==> src/hdl/pipePkg.sv <==
package pipePkg;

    // Instruction field widths
    localparam int OPCODE_W = 5;
    localparam int REG_W = 3;
    localparam int IMM_W = 5;
    localparam int PC_W = 16;
    localparam int INSTR_W = 16;

    // Latches past ID: EX, MEM and WB
    localparam int NUM_LATCHES = 3;

    // APB bus widths
    localparam int APB_ADDR_W = 8;
    localparam int APB_DATA_W = 32;

    // Register map
    localparam logic [APB_ADDR_W-1:0] REG_INSTR = 8'h00;
    localparam logic [APB_ADDR_W-1:0] REG_CTRL = 8'h04;
    localparam logic [APB_ADDR_W-1:0] REG_STATUS = 8'h08;
    localparam logic [APB_ADDR_W-1:0] REG_RETIRED = 8'h0C;
    localparam logic [APB_ADDR_W-1:0] REG_STALLS = 8'h10;
    // Queue count sits in the low bits of the status word
    localparam int STATUS_HALTED_BIT = 16;

    // Opcodes
    localparam logic [OPCODE_W-1:0] OP_HALT = 5'b00000;
    localparam logic [OPCODE_W-1:0] OP_NOP = 5'b00001;
    localparam logic [OPCODE_W-1:0] OP_JMP = 5'b00100;
    localparam logic [OPCODE_W-1:0] OP_ST = 5'b10000;
    localparam logic [OPCODE_W-1:0] OP_LD = 5'b10001;
    localparam logic [OPCODE_W-1:0] OP_SLBI = 5'b10010;
    localparam logic [OPCODE_W-1:0] OP_LBI = 5'b11000;
    localparam logic [OPCODE_W-1:0] OP_BTR = 5'b11001;
    localparam logic [OPCODE_W-1:0] OP_ADD = 5'b11011;

    // Group prefixes on opcode[4:2]
    localparam logic [2:0] PFX_JMP = 3'b001;
    localparam logic [2:0] PFX_BR = 3'b011;
    localparam logic [2:0] PFX_IMM_A = 3'b010;
    localparam logic [2:0] PFX_IMM_B = 3'b101;

    // Bubble word loaded into empty stages
    localparam logic [INSTR_W-1:0] NOP_WORD = {OP_NOP, {(INSTR_W-OPCODE_W){1'b0}}};

    // Same 16 bits seen as register form or immediate form
    typedef union packed {
        struct packed {
            logic [OPCODE_W-1:0] opcode;
            logic [REG_W-1:0] rs;
            logic [REG_W-1:0] rt;
            logic [REG_W-1:0] rd;
            logic [1:0] func;
        } r;
        struct packed {
            logic [OPCODE_W-1:0] opcode;
            logic [REG_W-1:0] rs;
            logic [REG_W-1:0] rt;
            logic [IMM_W-1:0] imm;
        } i;
    } instrWord_u;

    // Jumps and branches
    function automatic logic isControl(input logic [OPCODE_W-1:0] op);
        return (op[4:2] == PFX_JMP) || (op[4:2] == PFX_BR);
    endfunction

    // Opcodes that write a register
    function automatic logic writesReg(input logic [OPCODE_W-1:0] op);
        return !((op == OP_HALT) || (op == OP_NOP) || (op == OP_ST) || isControl(op));
    endfunction

    // JMP and JAL carry a displacement where rs would be
    function automatic logic usesRs(input logic [OPCODE_W-1:0] op);
        return !(((op[4:2] == PFX_JMP) && !op[0]) || (op == OP_LBI)
                 || (op == OP_NOP) || (op == OP_HALT));
    endfunction

    // Rt only read by register forms and by ST data
    function automatic logic usesRt(input logic [OPCODE_W-1:0] op);
        return !(isControl(op) || (op[4:2] == PFX_IMM_A) || (op[4:2] == PFX_IMM_B)
                 || (op == OP_LD) || (op == OP_LBI) || (op == OP_SLBI)
                 || (op == OP_BTR) || (op == OP_NOP) || (op == OP_HALT));
    endfunction

endpackage

==> src/hdl/instrQueue.sv <==
`timescale 1ns/1ps

module instrQueue #(
    parameter int QUEUE_DEPTH = 16
) (
    input  logic clk,
    input  logic reset,
    // APB slave
    input  logic pSel,
    input  logic pEnable,
    input  logic pWrite,
    input  logic [pipePkg::APB_ADDR_W-1:0] pAddr,
    input  logic [pipePkg::APB_DATA_W-1:0] pWdata,
    output logic [pipePkg::APB_DATA_W-1:0] pRdata,
    output logic pReady,
    output logic pSlverr,
    // Fetch side
    input  logic qPop,
    output logic qValid,
    output logic [pipePkg::INSTR_W-1:0] qInstr,
    output logic run,
    // Status from retire
    input  logic [pipePkg::APB_DATA_W-1:0] retiredCount,
    input  logic [pipePkg::APB_DATA_W-1:0] stallCount,
    input  logic halted
);

    localparam int PTR_W = $clog2(QUEUE_DEPTH);

    logic [pipePkg::INSTR_W-1:0] mem [QUEUE_DEPTH];
    // Extra top bit tells full from empty
    logic [PTR_W:0] wrPtr;
    logic [PTR_W:0] rdPtr;
    logic [PTR_W:0] count;
    logic full;
    logic access;
    logic instrWrite;
    logic push;

    assign access = pSel & pEnable;
    // No wait states
    assign pReady = access;

    assign count = wrPtr - rdPtr;
    assign full = (count == (PTR_W+1)'(QUEUE_DEPTH));
    assign qValid = (count != '0);
    assign qInstr = mem[rdPtr[PTR_W-1:0]];

    assign instrWrite = access & pWrite & (pAddr == pipePkg::REG_INSTR);
    // Word dropped and error flagged when full
    assign push = instrWrite & ~full;
    assign pSlverr = instrWrite & full;

    // FIFO storage
    always_ff @(posedge clk) begin
        if (push) begin
            mem[wrPtr[PTR_W-1:0]] <= pWdata[pipePkg::INSTR_W-1:0];
        end
    end

    // Pointers and run bit
    always_ff @(posedge clk) begin
        if (reset) begin
            wrPtr <= '0;
            rdPtr <= '0;
            run <= 1'b0;
        end else begin
            if (push) begin
                wrPtr <= wrPtr + 1'b1;
            end
            if (qPop && qValid) begin
                rdPtr <= rdPtr + 1'b1;
            end
            if (access && pWrite && (pAddr == pipePkg::REG_CTRL)) begin
                run <= pWdata[0];
            end
        end
    end

    // Read mux
    always_comb begin
        pRdata = '0;
        case (pAddr)
            pipePkg::REG_CTRL: pRdata[0] = run;
            pipePkg::REG_STATUS: begin
                pRdata[PTR_W:0] = count;
                pRdata[pipePkg::STATUS_HALTED_BIT] = halted;
            end
            pipePkg::REG_RETIRED: pRdata = retiredCount;
            pipePkg::REG_STALLS: pRdata = stallCount;
            default: pRdata = '0;
        endcase
    end

endmodule

==> src/hdl/fetchDecode.sv <==
`timescale 1ns/1ps

module fetchDecode (
    input  logic clk,
    input  logic reset,
    input  logic run,
    input  logic qValid,
    input  logic [pipePkg::INSTR_W-1:0] qInstr,
    input  logic disablePCWrite,
    input  logic disableIFIDWrite,
    input  logic setFetchNop,
    output logic qPop,
    output logic [pipePkg::OPCODE_W-1:0] opcodeF,
    output logic [pipePkg::OPCODE_W-1:0] opcodeD,
    output logic [pipePkg::REG_W-1:0] readReg1,
    output logic [pipePkg::REG_W-1:0] readReg2,
    output logic validD,
    output logic [pipePkg::PC_W-1:0] pcD,
    output logic [pipePkg::REG_W-1:0] writeRegD
);

    pipePkg::instrWord_u qWord;
    pipePkg::instrWord_u instrF;
    pipePkg::instrWord_u instrD;
    logic validF;
    logic [pipePkg::PC_W-1:0] pc;
    logic [pipePkg::PC_W-1:0] pcF;
    // Set once HALT has reached IF
    logic haltSeen;

    assign qWord = qInstr;

    // Take the queue head only when nothing holds the front end
    assign qPop = run & qValid & ~haltSeen & ~disablePCWrite & ~setFetchNop;

    always_ff @(posedge clk) begin
        if (reset) begin
            pc <= '0;
            haltSeen <= 1'b0;
        end else begin
            if (qPop) begin
                pc <= pc + pipePkg::PC_W'(2);
            end
            // Keeps fetch off after HALT moves on from IF
            if (opcodeF == pipePkg::OP_HALT) begin
                haltSeen <= 1'b1;
            end
        end
    end

    // IF register
    // Holds during a data stall and takes a bubble when nothing is popped
    always_ff @(posedge clk) begin
        if (reset) begin
            validF <= 1'b0;
            instrF <= pipePkg::NOP_WORD;
        end else if (!disableIFIDWrite) begin
            validF <= qPop;
            instrF <= qPop ? qWord : pipePkg::NOP_WORD;
        end
    end

    always_ff @(posedge clk) begin
        if (qPop) begin
            pcF <= pc;
        end
    end

    // IF/ID latch
    always_ff @(posedge clk) begin
        if (reset) begin
            validD <= 1'b0;
            instrD <= pipePkg::NOP_WORD;
        end else if (!disableIFIDWrite) begin
            validD <= validF;
            instrD <= instrF;
        end
    end

    always_ff @(posedge clk) begin
        if (!disableIFIDWrite) begin
            pcD <= pcF;
        end
    end

    // Field decode
    assign opcodeF = instrF.r.opcode;
    assign opcodeD = instrD.r.opcode;
    assign readReg1 = instrD.r.rs;
    assign readReg2 = instrD.r.rt;

    // Destination by opcode class
    always_comb begin
        writeRegD = '0;
        if (pipePkg::writesReg(opcodeD)) begin
            if ((opcodeD == pipePkg::OP_LBI) || (opcodeD == pipePkg::OP_SLBI)) begin
                writeRegD = instrD.i.rs;
            end else if (opcodeD[4:3] == 2'b11) begin
                writeRegD = instrD.r.rd;
            end else begin
                writeRegD = instrD.i.rt;
            end
        end
    end

endmodule

==> src/hdl/hazardUnit.sv <==
`timescale 1ns/1ps

module hazardUnit (
    input  logic clk,
    input  logic reset,
    input  logic [pipePkg::OPCODE_W-1:0] opcodeF,
    input  logic [pipePkg::OPCODE_W-1:0] opcodeD,
    input  logic [pipePkg::REG_W-1:0] readReg1,
    input  logic [pipePkg::REG_W-1:0] readReg2,
    input  logic validD,
    input  logic validE,
    input  logic [pipePkg::OPCODE_W-1:0] opcodeE,
    input  logic [pipePkg::REG_W-1:0] writeRegE,
    input  logic validM,
    input  logic [pipePkg::OPCODE_W-1:0] opcodeM,
    input  logic [pipePkg::REG_W-1:0] writeRegM,
    input  logic validW,
    input  logic [pipePkg::OPCODE_W-1:0] opcodeW,
    input  logic [pipePkg::REG_W-1:0] writeRegW,
    output logic disablePCWrite,
    output logic disableIFIDWrite,
    output logic setExNop,
    output logic setFetchNop,
    output logic stallCycle
);

    logic useRs1, useRs2;
    logic writesE, writesM, writesW;
    logic rawEx, rawMem, rawWb;
    logic exExFwd, memMemFwd, memExFwd, wbFwd;
    logic dataHazard, controlHazard;

    // Sources that ID really reads
    assign useRs1 = validD & pipePkg::usesRs(opcodeD);
    assign useRs2 = validD & pipePkg::usesRs(opcodeD) & pipePkg::usesRt(opcodeD);

    // Producers ahead of ID
    assign writesE = validE & pipePkg::writesReg(opcodeE);
    assign writesM = validM & pipePkg::writesReg(opcodeM);
    assign writesW = validW & pipePkg::writesReg(opcodeW);

    assign rawEx = writesE & ((useRs1 & (readReg1 == writeRegE))
                            | (useRs2 & (readReg2 == writeRegE)));
    assign rawMem = writesM & ((useRs1 & (readReg1 == writeRegM))
                             | (useRs2 & (readReg2 == writeRegM)));
    assign rawWb = writesW & ((useRs1 & (readReg1 == writeRegW))
                            | (useRs2 & (readReg2 == writeRegW)));

    // Load data is not ready at the end of EX
    assign exExFwd = (opcodeE != pipePkg::OP_LD);
    // Load feeding store data goes MEM to MEM
    // A hit on the store base register still needs the stall
    assign memMemFwd = (opcodeE == pipePkg::OP_LD) & (opcodeD == pipePkg::OP_ST)
                     & ~(useRs1 & (readReg1 == writeRegE));
    // Any MEM result reaches EX over the forward bus
    assign memExFwd = writesM;
    // Register file writes through to the ID read ports
    assign wbFwd = writesW;

    assign dataHazard = (rawEx & ~(exExFwd | memMemFwd))
                      | (rawMem & ~memExFwd)
                      | (rawWb & ~wbFwd);

    // Branch or jump anywhere ahead of WB
    assign controlHazard = pipePkg::isControl(opcodeF) | pipePkg::isControl(opcodeD)
                         | (validE & pipePkg::isControl(opcodeE))
                         | (validM & pipePkg::isControl(opcodeM));

    // HALT in IF stops the PC
    assign disablePCWrite = dataHazard | controlHazard | (opcodeF == pipePkg::OP_HALT);
    // Control flow keeps moving down the pipe
    assign disableIFIDWrite = dataHazard;
    assign setExNop = dataHazard;
    assign stallCycle = dataHazard;

    // Fetch bubble lags the hazard by one cycle
    // Never clobbers a real instruction held by a data stall
    always_ff @(posedge clk) begin
        if (reset) begin
            setFetchNop <= 1'b0;
        end else begin
            setFetchNop <= controlHazard & (~dataHazard | (opcodeF == pipePkg::OP_NOP));
        end
    end

endmodule

==> src/hdl/stageLatch.sv <==
`timescale 1ns/1ps

module stageLatch (
    input  logic clk,
    input  logic reset,
    input  logic insertBubble,
    input  logic inValid,
    input  logic [pipePkg::OPCODE_W-1:0] inOpcode,
    input  logic [pipePkg::PC_W-1:0] inPc,
    input  logic [pipePkg::REG_W-1:0] inWriteReg,
    output logic valid,
    output logic [pipePkg::OPCODE_W-1:0] opcode,
    output logic [pipePkg::PC_W-1:0] pc,
    output logic [pipePkg::REG_W-1:0] writeReg
);

    // Bubble shows up as an invalid NOP
    always_ff @(posedge clk) begin
        if (reset) begin
            valid <= 1'b0;
            opcode <= pipePkg::OP_NOP;
        end else if (insertBubble) begin
            valid <= 1'b0;
            opcode <= pipePkg::OP_NOP;
        end else begin
            valid <= inValid;
            opcode <= inOpcode;
        end
    end

    // Payload follows every cycle
    always_ff @(posedge clk) begin
        pc <= inPc;
        writeReg <= inWriteReg;
    end

endmodule

==> src/hdl/retireStage.sv <==
`timescale 1ns/1ps

module retireStage (
    input  logic clk,
    input  logic reset,
    input  logic valid,
    input  logic [pipePkg::OPCODE_W-1:0] opcode,
    input  logic stallCycle,
    output logic [pipePkg::APB_DATA_W-1:0] retiredCount,
    output logic [pipePkg::APB_DATA_W-1:0] stallCount,
    output logic halted
);

    always_ff @(posedge clk) begin
        if (reset) begin
            retiredCount <= '0;
            stallCount <= '0;
            halted <= 1'b0;
        end else begin
            // NOPs leave WB uncounted
            if (valid && (opcode != pipePkg::OP_NOP)) begin
                retiredCount <= retiredCount + 1'b1;
            end
            if (stallCycle) begin
                stallCount <= stallCount + 1'b1;
            end
            // Sticky until reset
            if (valid && (opcode == pipePkg::OP_HALT)) begin
                halted <= 1'b1;
            end
        end
    end

endmodule

==> src/hdl/pipeCtrlTop.sv <==
`timescale 1ns/1ps

module pipeCtrlTop #(
    parameter int QUEUE_DEPTH = 16
) (
    input  logic clk,
    input  logic reset,
    input  logic pSel,
    input  logic pEnable,
    input  logic pWrite,
    input  logic [pipePkg::APB_ADDR_W-1:0] pAddr,
    input  logic [pipePkg::APB_DATA_W-1:0] pWdata,
    output logic [pipePkg::APB_DATA_W-1:0] pRdata,
    output logic pReady,
    output logic pSlverr
);

    localparam int N = pipePkg::NUM_LATCHES;

    logic qPop, qValid, run;
    logic [pipePkg::INSTR_W-1:0] qInstr;
    logic [pipePkg::OPCODE_W-1:0] opcodeF;
    logic [pipePkg::REG_W-1:0] readReg1, readReg2;
    logic disablePCWrite, disableIFIDWrite, setExNop, setFetchNop, stallCycle;
    logic [pipePkg::APB_DATA_W-1:0] retiredCount, stallCount;
    logic halted;

    // Entry 0 is the IF/ID latch, entries 1 to N are EX, MEM and WB
    logic stValid [N+1];
    logic [pipePkg::OPCODE_W-1:0] stOpcode [N+1];
    logic [pipePkg::PC_W-1:0] stPc [N+1];
    logic [pipePkg::REG_W-1:0] stWriteReg [N+1];

    instrQueue #(.QUEUE_DEPTH(QUEUE_DEPTH)) uQueue (
        .clk(clk), .reset(reset),
        .pSel(pSel), .pEnable(pEnable), .pWrite(pWrite), .pAddr(pAddr), .pWdata(pWdata),
        .pRdata(pRdata), .pReady(pReady), .pSlverr(pSlverr),
        .qPop(qPop), .qValid(qValid), .qInstr(qInstr), .run(run),
        .retiredCount(retiredCount), .stallCount(stallCount), .halted(halted)
    );

    fetchDecode uFetch (
        .clk(clk), .reset(reset), .run(run), .qValid(qValid), .qInstr(qInstr),
        .disablePCWrite(disablePCWrite), .disableIFIDWrite(disableIFIDWrite),
        .setFetchNop(setFetchNop), .qPop(qPop), .opcodeF(opcodeF),
        .opcodeD(stOpcode[0]), .readReg1(readReg1), .readReg2(readReg2),
        .validD(stValid[0]), .pcD(stPc[0]), .writeRegD(stWriteReg[0])
    );

    // EX, MEM and WB latches
    // Only EX takes the stall bubble
    for (genvar i = 0; i < N; i++) begin : gLatch
        stageLatch uLatch (
            .clk(clk), .reset(reset),
            .insertBubble((i == 0) ? setExNop : 1'b0),
            .inValid(stValid[i]), .inOpcode(stOpcode[i]),
            .inPc(stPc[i]), .inWriteReg(stWriteReg[i]),
            .valid(stValid[i+1]), .opcode(stOpcode[i+1]),
            .pc(stPc[i+1]), .writeReg(stWriteReg[i+1])
        );
    end

    hazardUnit uHazard (
        .clk(clk), .reset(reset), .opcodeF(opcodeF), .opcodeD(stOpcode[0]),
        .readReg1(readReg1), .readReg2(readReg2), .validD(stValid[0]),
        .validE(stValid[1]), .opcodeE(stOpcode[1]), .writeRegE(stWriteReg[1]),
        .validM(stValid[2]), .opcodeM(stOpcode[2]), .writeRegM(stWriteReg[2]),
        .validW(stValid[3]), .opcodeW(stOpcode[3]), .writeRegW(stWriteReg[3]),
        .disablePCWrite(disablePCWrite), .disableIFIDWrite(disableIFIDWrite),
        .setExNop(setExNop), .setFetchNop(setFetchNop), .stallCycle(stallCycle)
    );

    // WB drains every cycle
    retireStage uRetire (
        .clk(clk), .reset(reset), .valid(stValid[N]), .opcode(stOpcode[N]),
        .stallCycle(stallCycle), .retiredCount(retiredCount),
        .stallCount(stallCount), .halted(halted)
    );

endmodule

==> config.mk <==
export PLATFORM = sky130hd
export DESIGN_NAME = pipeCtrlTop
export DESIGN_NICKNAME = d
export VERILOG_FILES = /design/src/hdl/pipePkg.sv /design/src/hdl/instrQueue.sv /design/src/hdl/fetchDecode.sv /design/src/hdl/hazardUnit.sv /design/src/hdl/stageLatch.sv /design/src/hdl/retireStage.sv /design/src/hdl/pipeCtrlTop.sv
export SDC_FILE = /design/constraint.sdc
export NUM_CORES = 1
export LEC_CHECK = 0
export ABC_AREA = 0
export ABC_CLOCK_PERIOD_IN_PS = 5200
export BUFFER_PORTS_ARGS = -buffer_cell sky130_fd_sc_hd__clkbuf_2
export CORE_AREA = 2 2 199 201
export DETAILED_ROUTE_END_ITERATION = 16
export DIE_AREA = 0 0 201 203
export GPL_TIMING_DRIVEN = 0
export PLACE_DENSITY = 0.68
export SLEW_MARGIN = 0
export SYNTH_ARGS = -nofsm -noshare
export SYNTH_HDL_FRONTEND = slang
export SYNTH_HIERARCHICAL = 1
export SYNTH_SLANG_ARGS = --single-unit
==> constraint.sdc <==
create_clock -name clk -period 5.2 [get_ports clk]
set_clock_uncertainty 0.1 [all_clocks]
set_input_delay 0.52 -clock clk [delete_from_list [all_inputs] [get_ports clk]]
set_output_delay 0.52 -clock clk [all_outputs]
set_load 0.02 [all_outputs]
==> qor.txt <==
====================================================================================
Die span in x                                                                 201 um
Setup WS post-layout                                                          857 ps
Total clock buffers created by CTS                                                38
Vias per Instance                                                               5.55
RSZ-0062 raised after global routing                                              no
Run status                                                              finished, final reports clean
Mapped cell area                                                          15200 um^2
Worst-margin pin slew                                                        1140 ps
Number of hold violations in the final report                                      0
Number of nets still failing antenna checks after routing                          0
Achievable Freq                                                              230 MHz
Most frequent cell on the critical path                                      nand2_1
Required time of the worst setup path                                        5520 ps
Max-capacitance violation count                                                    0
Wire length of the first global-routing pass                                 55.1 mm
Slew HR                                                                        23.9%
Number of iterations in the first detailed-routing pass                            5
H-tree depth reported by CTS                                                       2
Period utilization                                                             83.5%
Total overflow reported by the global router                                       0
Mean area per synthesized cell                                             13.8 um^2
Design Power                                                                 5.61 mW
Clock-pin slew on the worst setup and hold paths                               60 ps
Leakage power total                                                          5.64 nW
Path type of the worst min-delay path                                   input port to flip-flop
Pins Over Slew Limit                                                               0
CTS tree                                                                        done
Critical path launch point type                                            flip-flop
Antenna violations before repair                                                   0
Slowest-stage cell, CP                                                      clkbuf_1
DRC violation count after routing                                                  0
Pre-CTS setup slack                                                           927 ps
Number of placement rows                                                          72
Critical path's top delay family                                        simple AND/OR/NAND/NOR gates
Critical Path Fanout Max                                                          12
Max IR drop VDD                                                             0.284 mV
I/O Pins                                                                          79
Initial Utilization                                                            39.5%
Later-pin clock latency in the skew report                                    570 ps
Maximum clock insertion buffer count                                               3
Core footprint                                                            38500 um^2
Crit path buffers/inverters                                                        3
Hold-fix buffers, CTS                                                              0
Area growth from synthesis to layout                                           14.2%
Number of warning messages in the yosys log                                        6
Type of the worst setup path                                            flip-flop to flip-flop
Worst-path cell chain                                                   inv_1 -> ha_1 -> fa_1 -> xnor2_1 -> nor3b_1 -> mux2_4 -> buf_6 -> nand2_1 -> nand3b_1 -> nor2_1 -> clkbuf_1 -> nand2_1 -> a2111oi_4 -> mux2_1
Antenna diode instance count                                                       0
GR Util All Layers                                                             17.5%
Vias in the first global route                                                  9572
Post-synthesis cell count                                                       1101
Minimum period implied by the final worst setup slack                        4340 ps
Detailed-route wire length                                                   35.7 mm
Vias after detailed routing                                                     9747
Arr. time, crit path                                                         4660 ps
Weighted congestion at the end of routability-driven global placement          0.817
Worst path max stage delay                                                    550 ps
Final cell count without fillers                                                1757
Placed instance count                                                           1691
Layout cells sized above 1                                                     18.9%
Largest net degree at the start of global routing                                 31
Master cell of the clock root buffer                                       clkbuf_16
Number of setup violations in the final report                                     0
Post-layout net count                                                           1270
Number of clock sinks                                                            357
Average detailed-routed wire length per instance                             20.3 um
Die Y                                                                         203 um
Detailed Place HPWL                                                          22.8 mm
Power per cell area                                                      323 nW/um^2
Post-CTS repair timing setup buffer count                                          0
Element type at the critical path end                                      flip-flop
Setup total negative slack                                                      0 ps
Buffers on Ports                                                                  61
Iteration-0 DRC count of the detailed router                                     803
Total Die Area                                                            40800 um^2
Post-cts gate resize count                                                         0
====================================================================================
## worst reg2reg max path: cells and delay by family, from the launching register on
kind	cells	cell delay (ps)
XOR/XNOR	1	370
flip-flops	1	410
multiplexers	2	640
AND/OR/NAND/NOR	5	890
adder cells (fa/ha/maj)	2	630
AO/OA/AOI/OAI	1	370
buffers and inverters	3	820
## registers in the layout (all words and copies together) (netlist names), named ones only
| signal | count |
|---|---|
| uQueue/wrPtr | 5 |
| uQueue/run | 1 |
| uFetch/validD | 1 |
| uFetch/haltSeen | 1 |
| gLatch.uLatch/opcode | 15 |
| uRetire/retiredCount | 32 |
| uQueue/mem | 224 |
| uRetire/stallCount | 32 |
| uFetch/instrD | 14 |
| uFetch/instrF | 14 |
| uHazard/setFetchNop | 1 |
| gLatch.uLatch/writeReg | 3 |
| uRetire/halted | 1 |
| gLatch.uLatch/valid | 3 |
| uFetch/validF | 1 |
| uQueue/rdPtr | 5 |
## through the flow
| step | instance area, um^2 | hold WS (ps) | utilization (%) |
|---|---|---|---|
| floorplan | 15200 | 284 | - |
| global placement | 16200 | 293 | 42.1 |
| detailed placement | 16200 | 293 | 42.1 |
| CTS | 17400 | 135 | 45.2 |
| global route | 17400 | 159 | 45.2 |
| finish | 17400 | 156 | 45.2 |
## power by group
group          leakage [nW]  internal (mW)  switching (mW)
Sequential             3.08           3.00       0.0000212
Clock                 0.562           1.43            1.11
Combinational          2.00         0.0129          0.0513
## layout make-up
| cell class | instances | area (um^2) |
|---|---|---|
| flip-flops and latches | 357 | 9390 |
| plain buffers | 84 | 420 |
| clock buffers | 49 | 1000 |
| well taps | 518 | 648 |
| inverters | 26 | 97.6 |
| repair buffers | 61 | 305 |
| fillers | 3400 | 21100 |
| multi-input cells | 645 | 5340 |
| clock inverters | 17 | 164 |
## metal layers
layer	share of wire (%)	track usage (%)	vias up
li1	-	-	4464
met1	43	23.3	4880
met2	49	28.8	340
met3	6.1	2.86	63
met4	2.4	6.48	0
met5	0	0	-
## path summary, 6_finish.rpt
path                               from                         end  slack [ps]  depth (start not counted)
min                           pWdata[0]                  uQueue/run         160                          3
max                     uQueue/wrPtr[0]             uQueue/rdPtr[4]         860                         14
min reg2reg  gLatch[1].uLatch/opcode[0]  gLatch[2].uLatch/opcode[0]         310                          1
max reg2reg             uQueue/wrPtr[0]             uQueue/rdPtr[4]         860                         14
## cell usage in the layout (no fill, tap or decap), types with 19 or more instances in the layout
| cell type | count |
|---|---|
| a21oi_1 | 61 |
| or4_1 | 26 |
| edfxtp_1 | 224 |
| clkbuf_16 | 38 |
| and3_1 | 19 |
| a22o_1 | 27 |
| nand4_1 | 21 |
| dfxtp_1 | 133 |
| nand3_1 | 36 |
| mux2i_1 | 21 |
| clkbuf_1 | 50 |
| inv_1 | 26 |
| nand2_1 | 46 |
| o31ai_1 | 24 |
| clkbuf_2 | 62 |
| or3_1 | 19 |
| mux4_2 | 70 |
| nor2_1 | 69 |
Power figures use the tool's default switching activity.
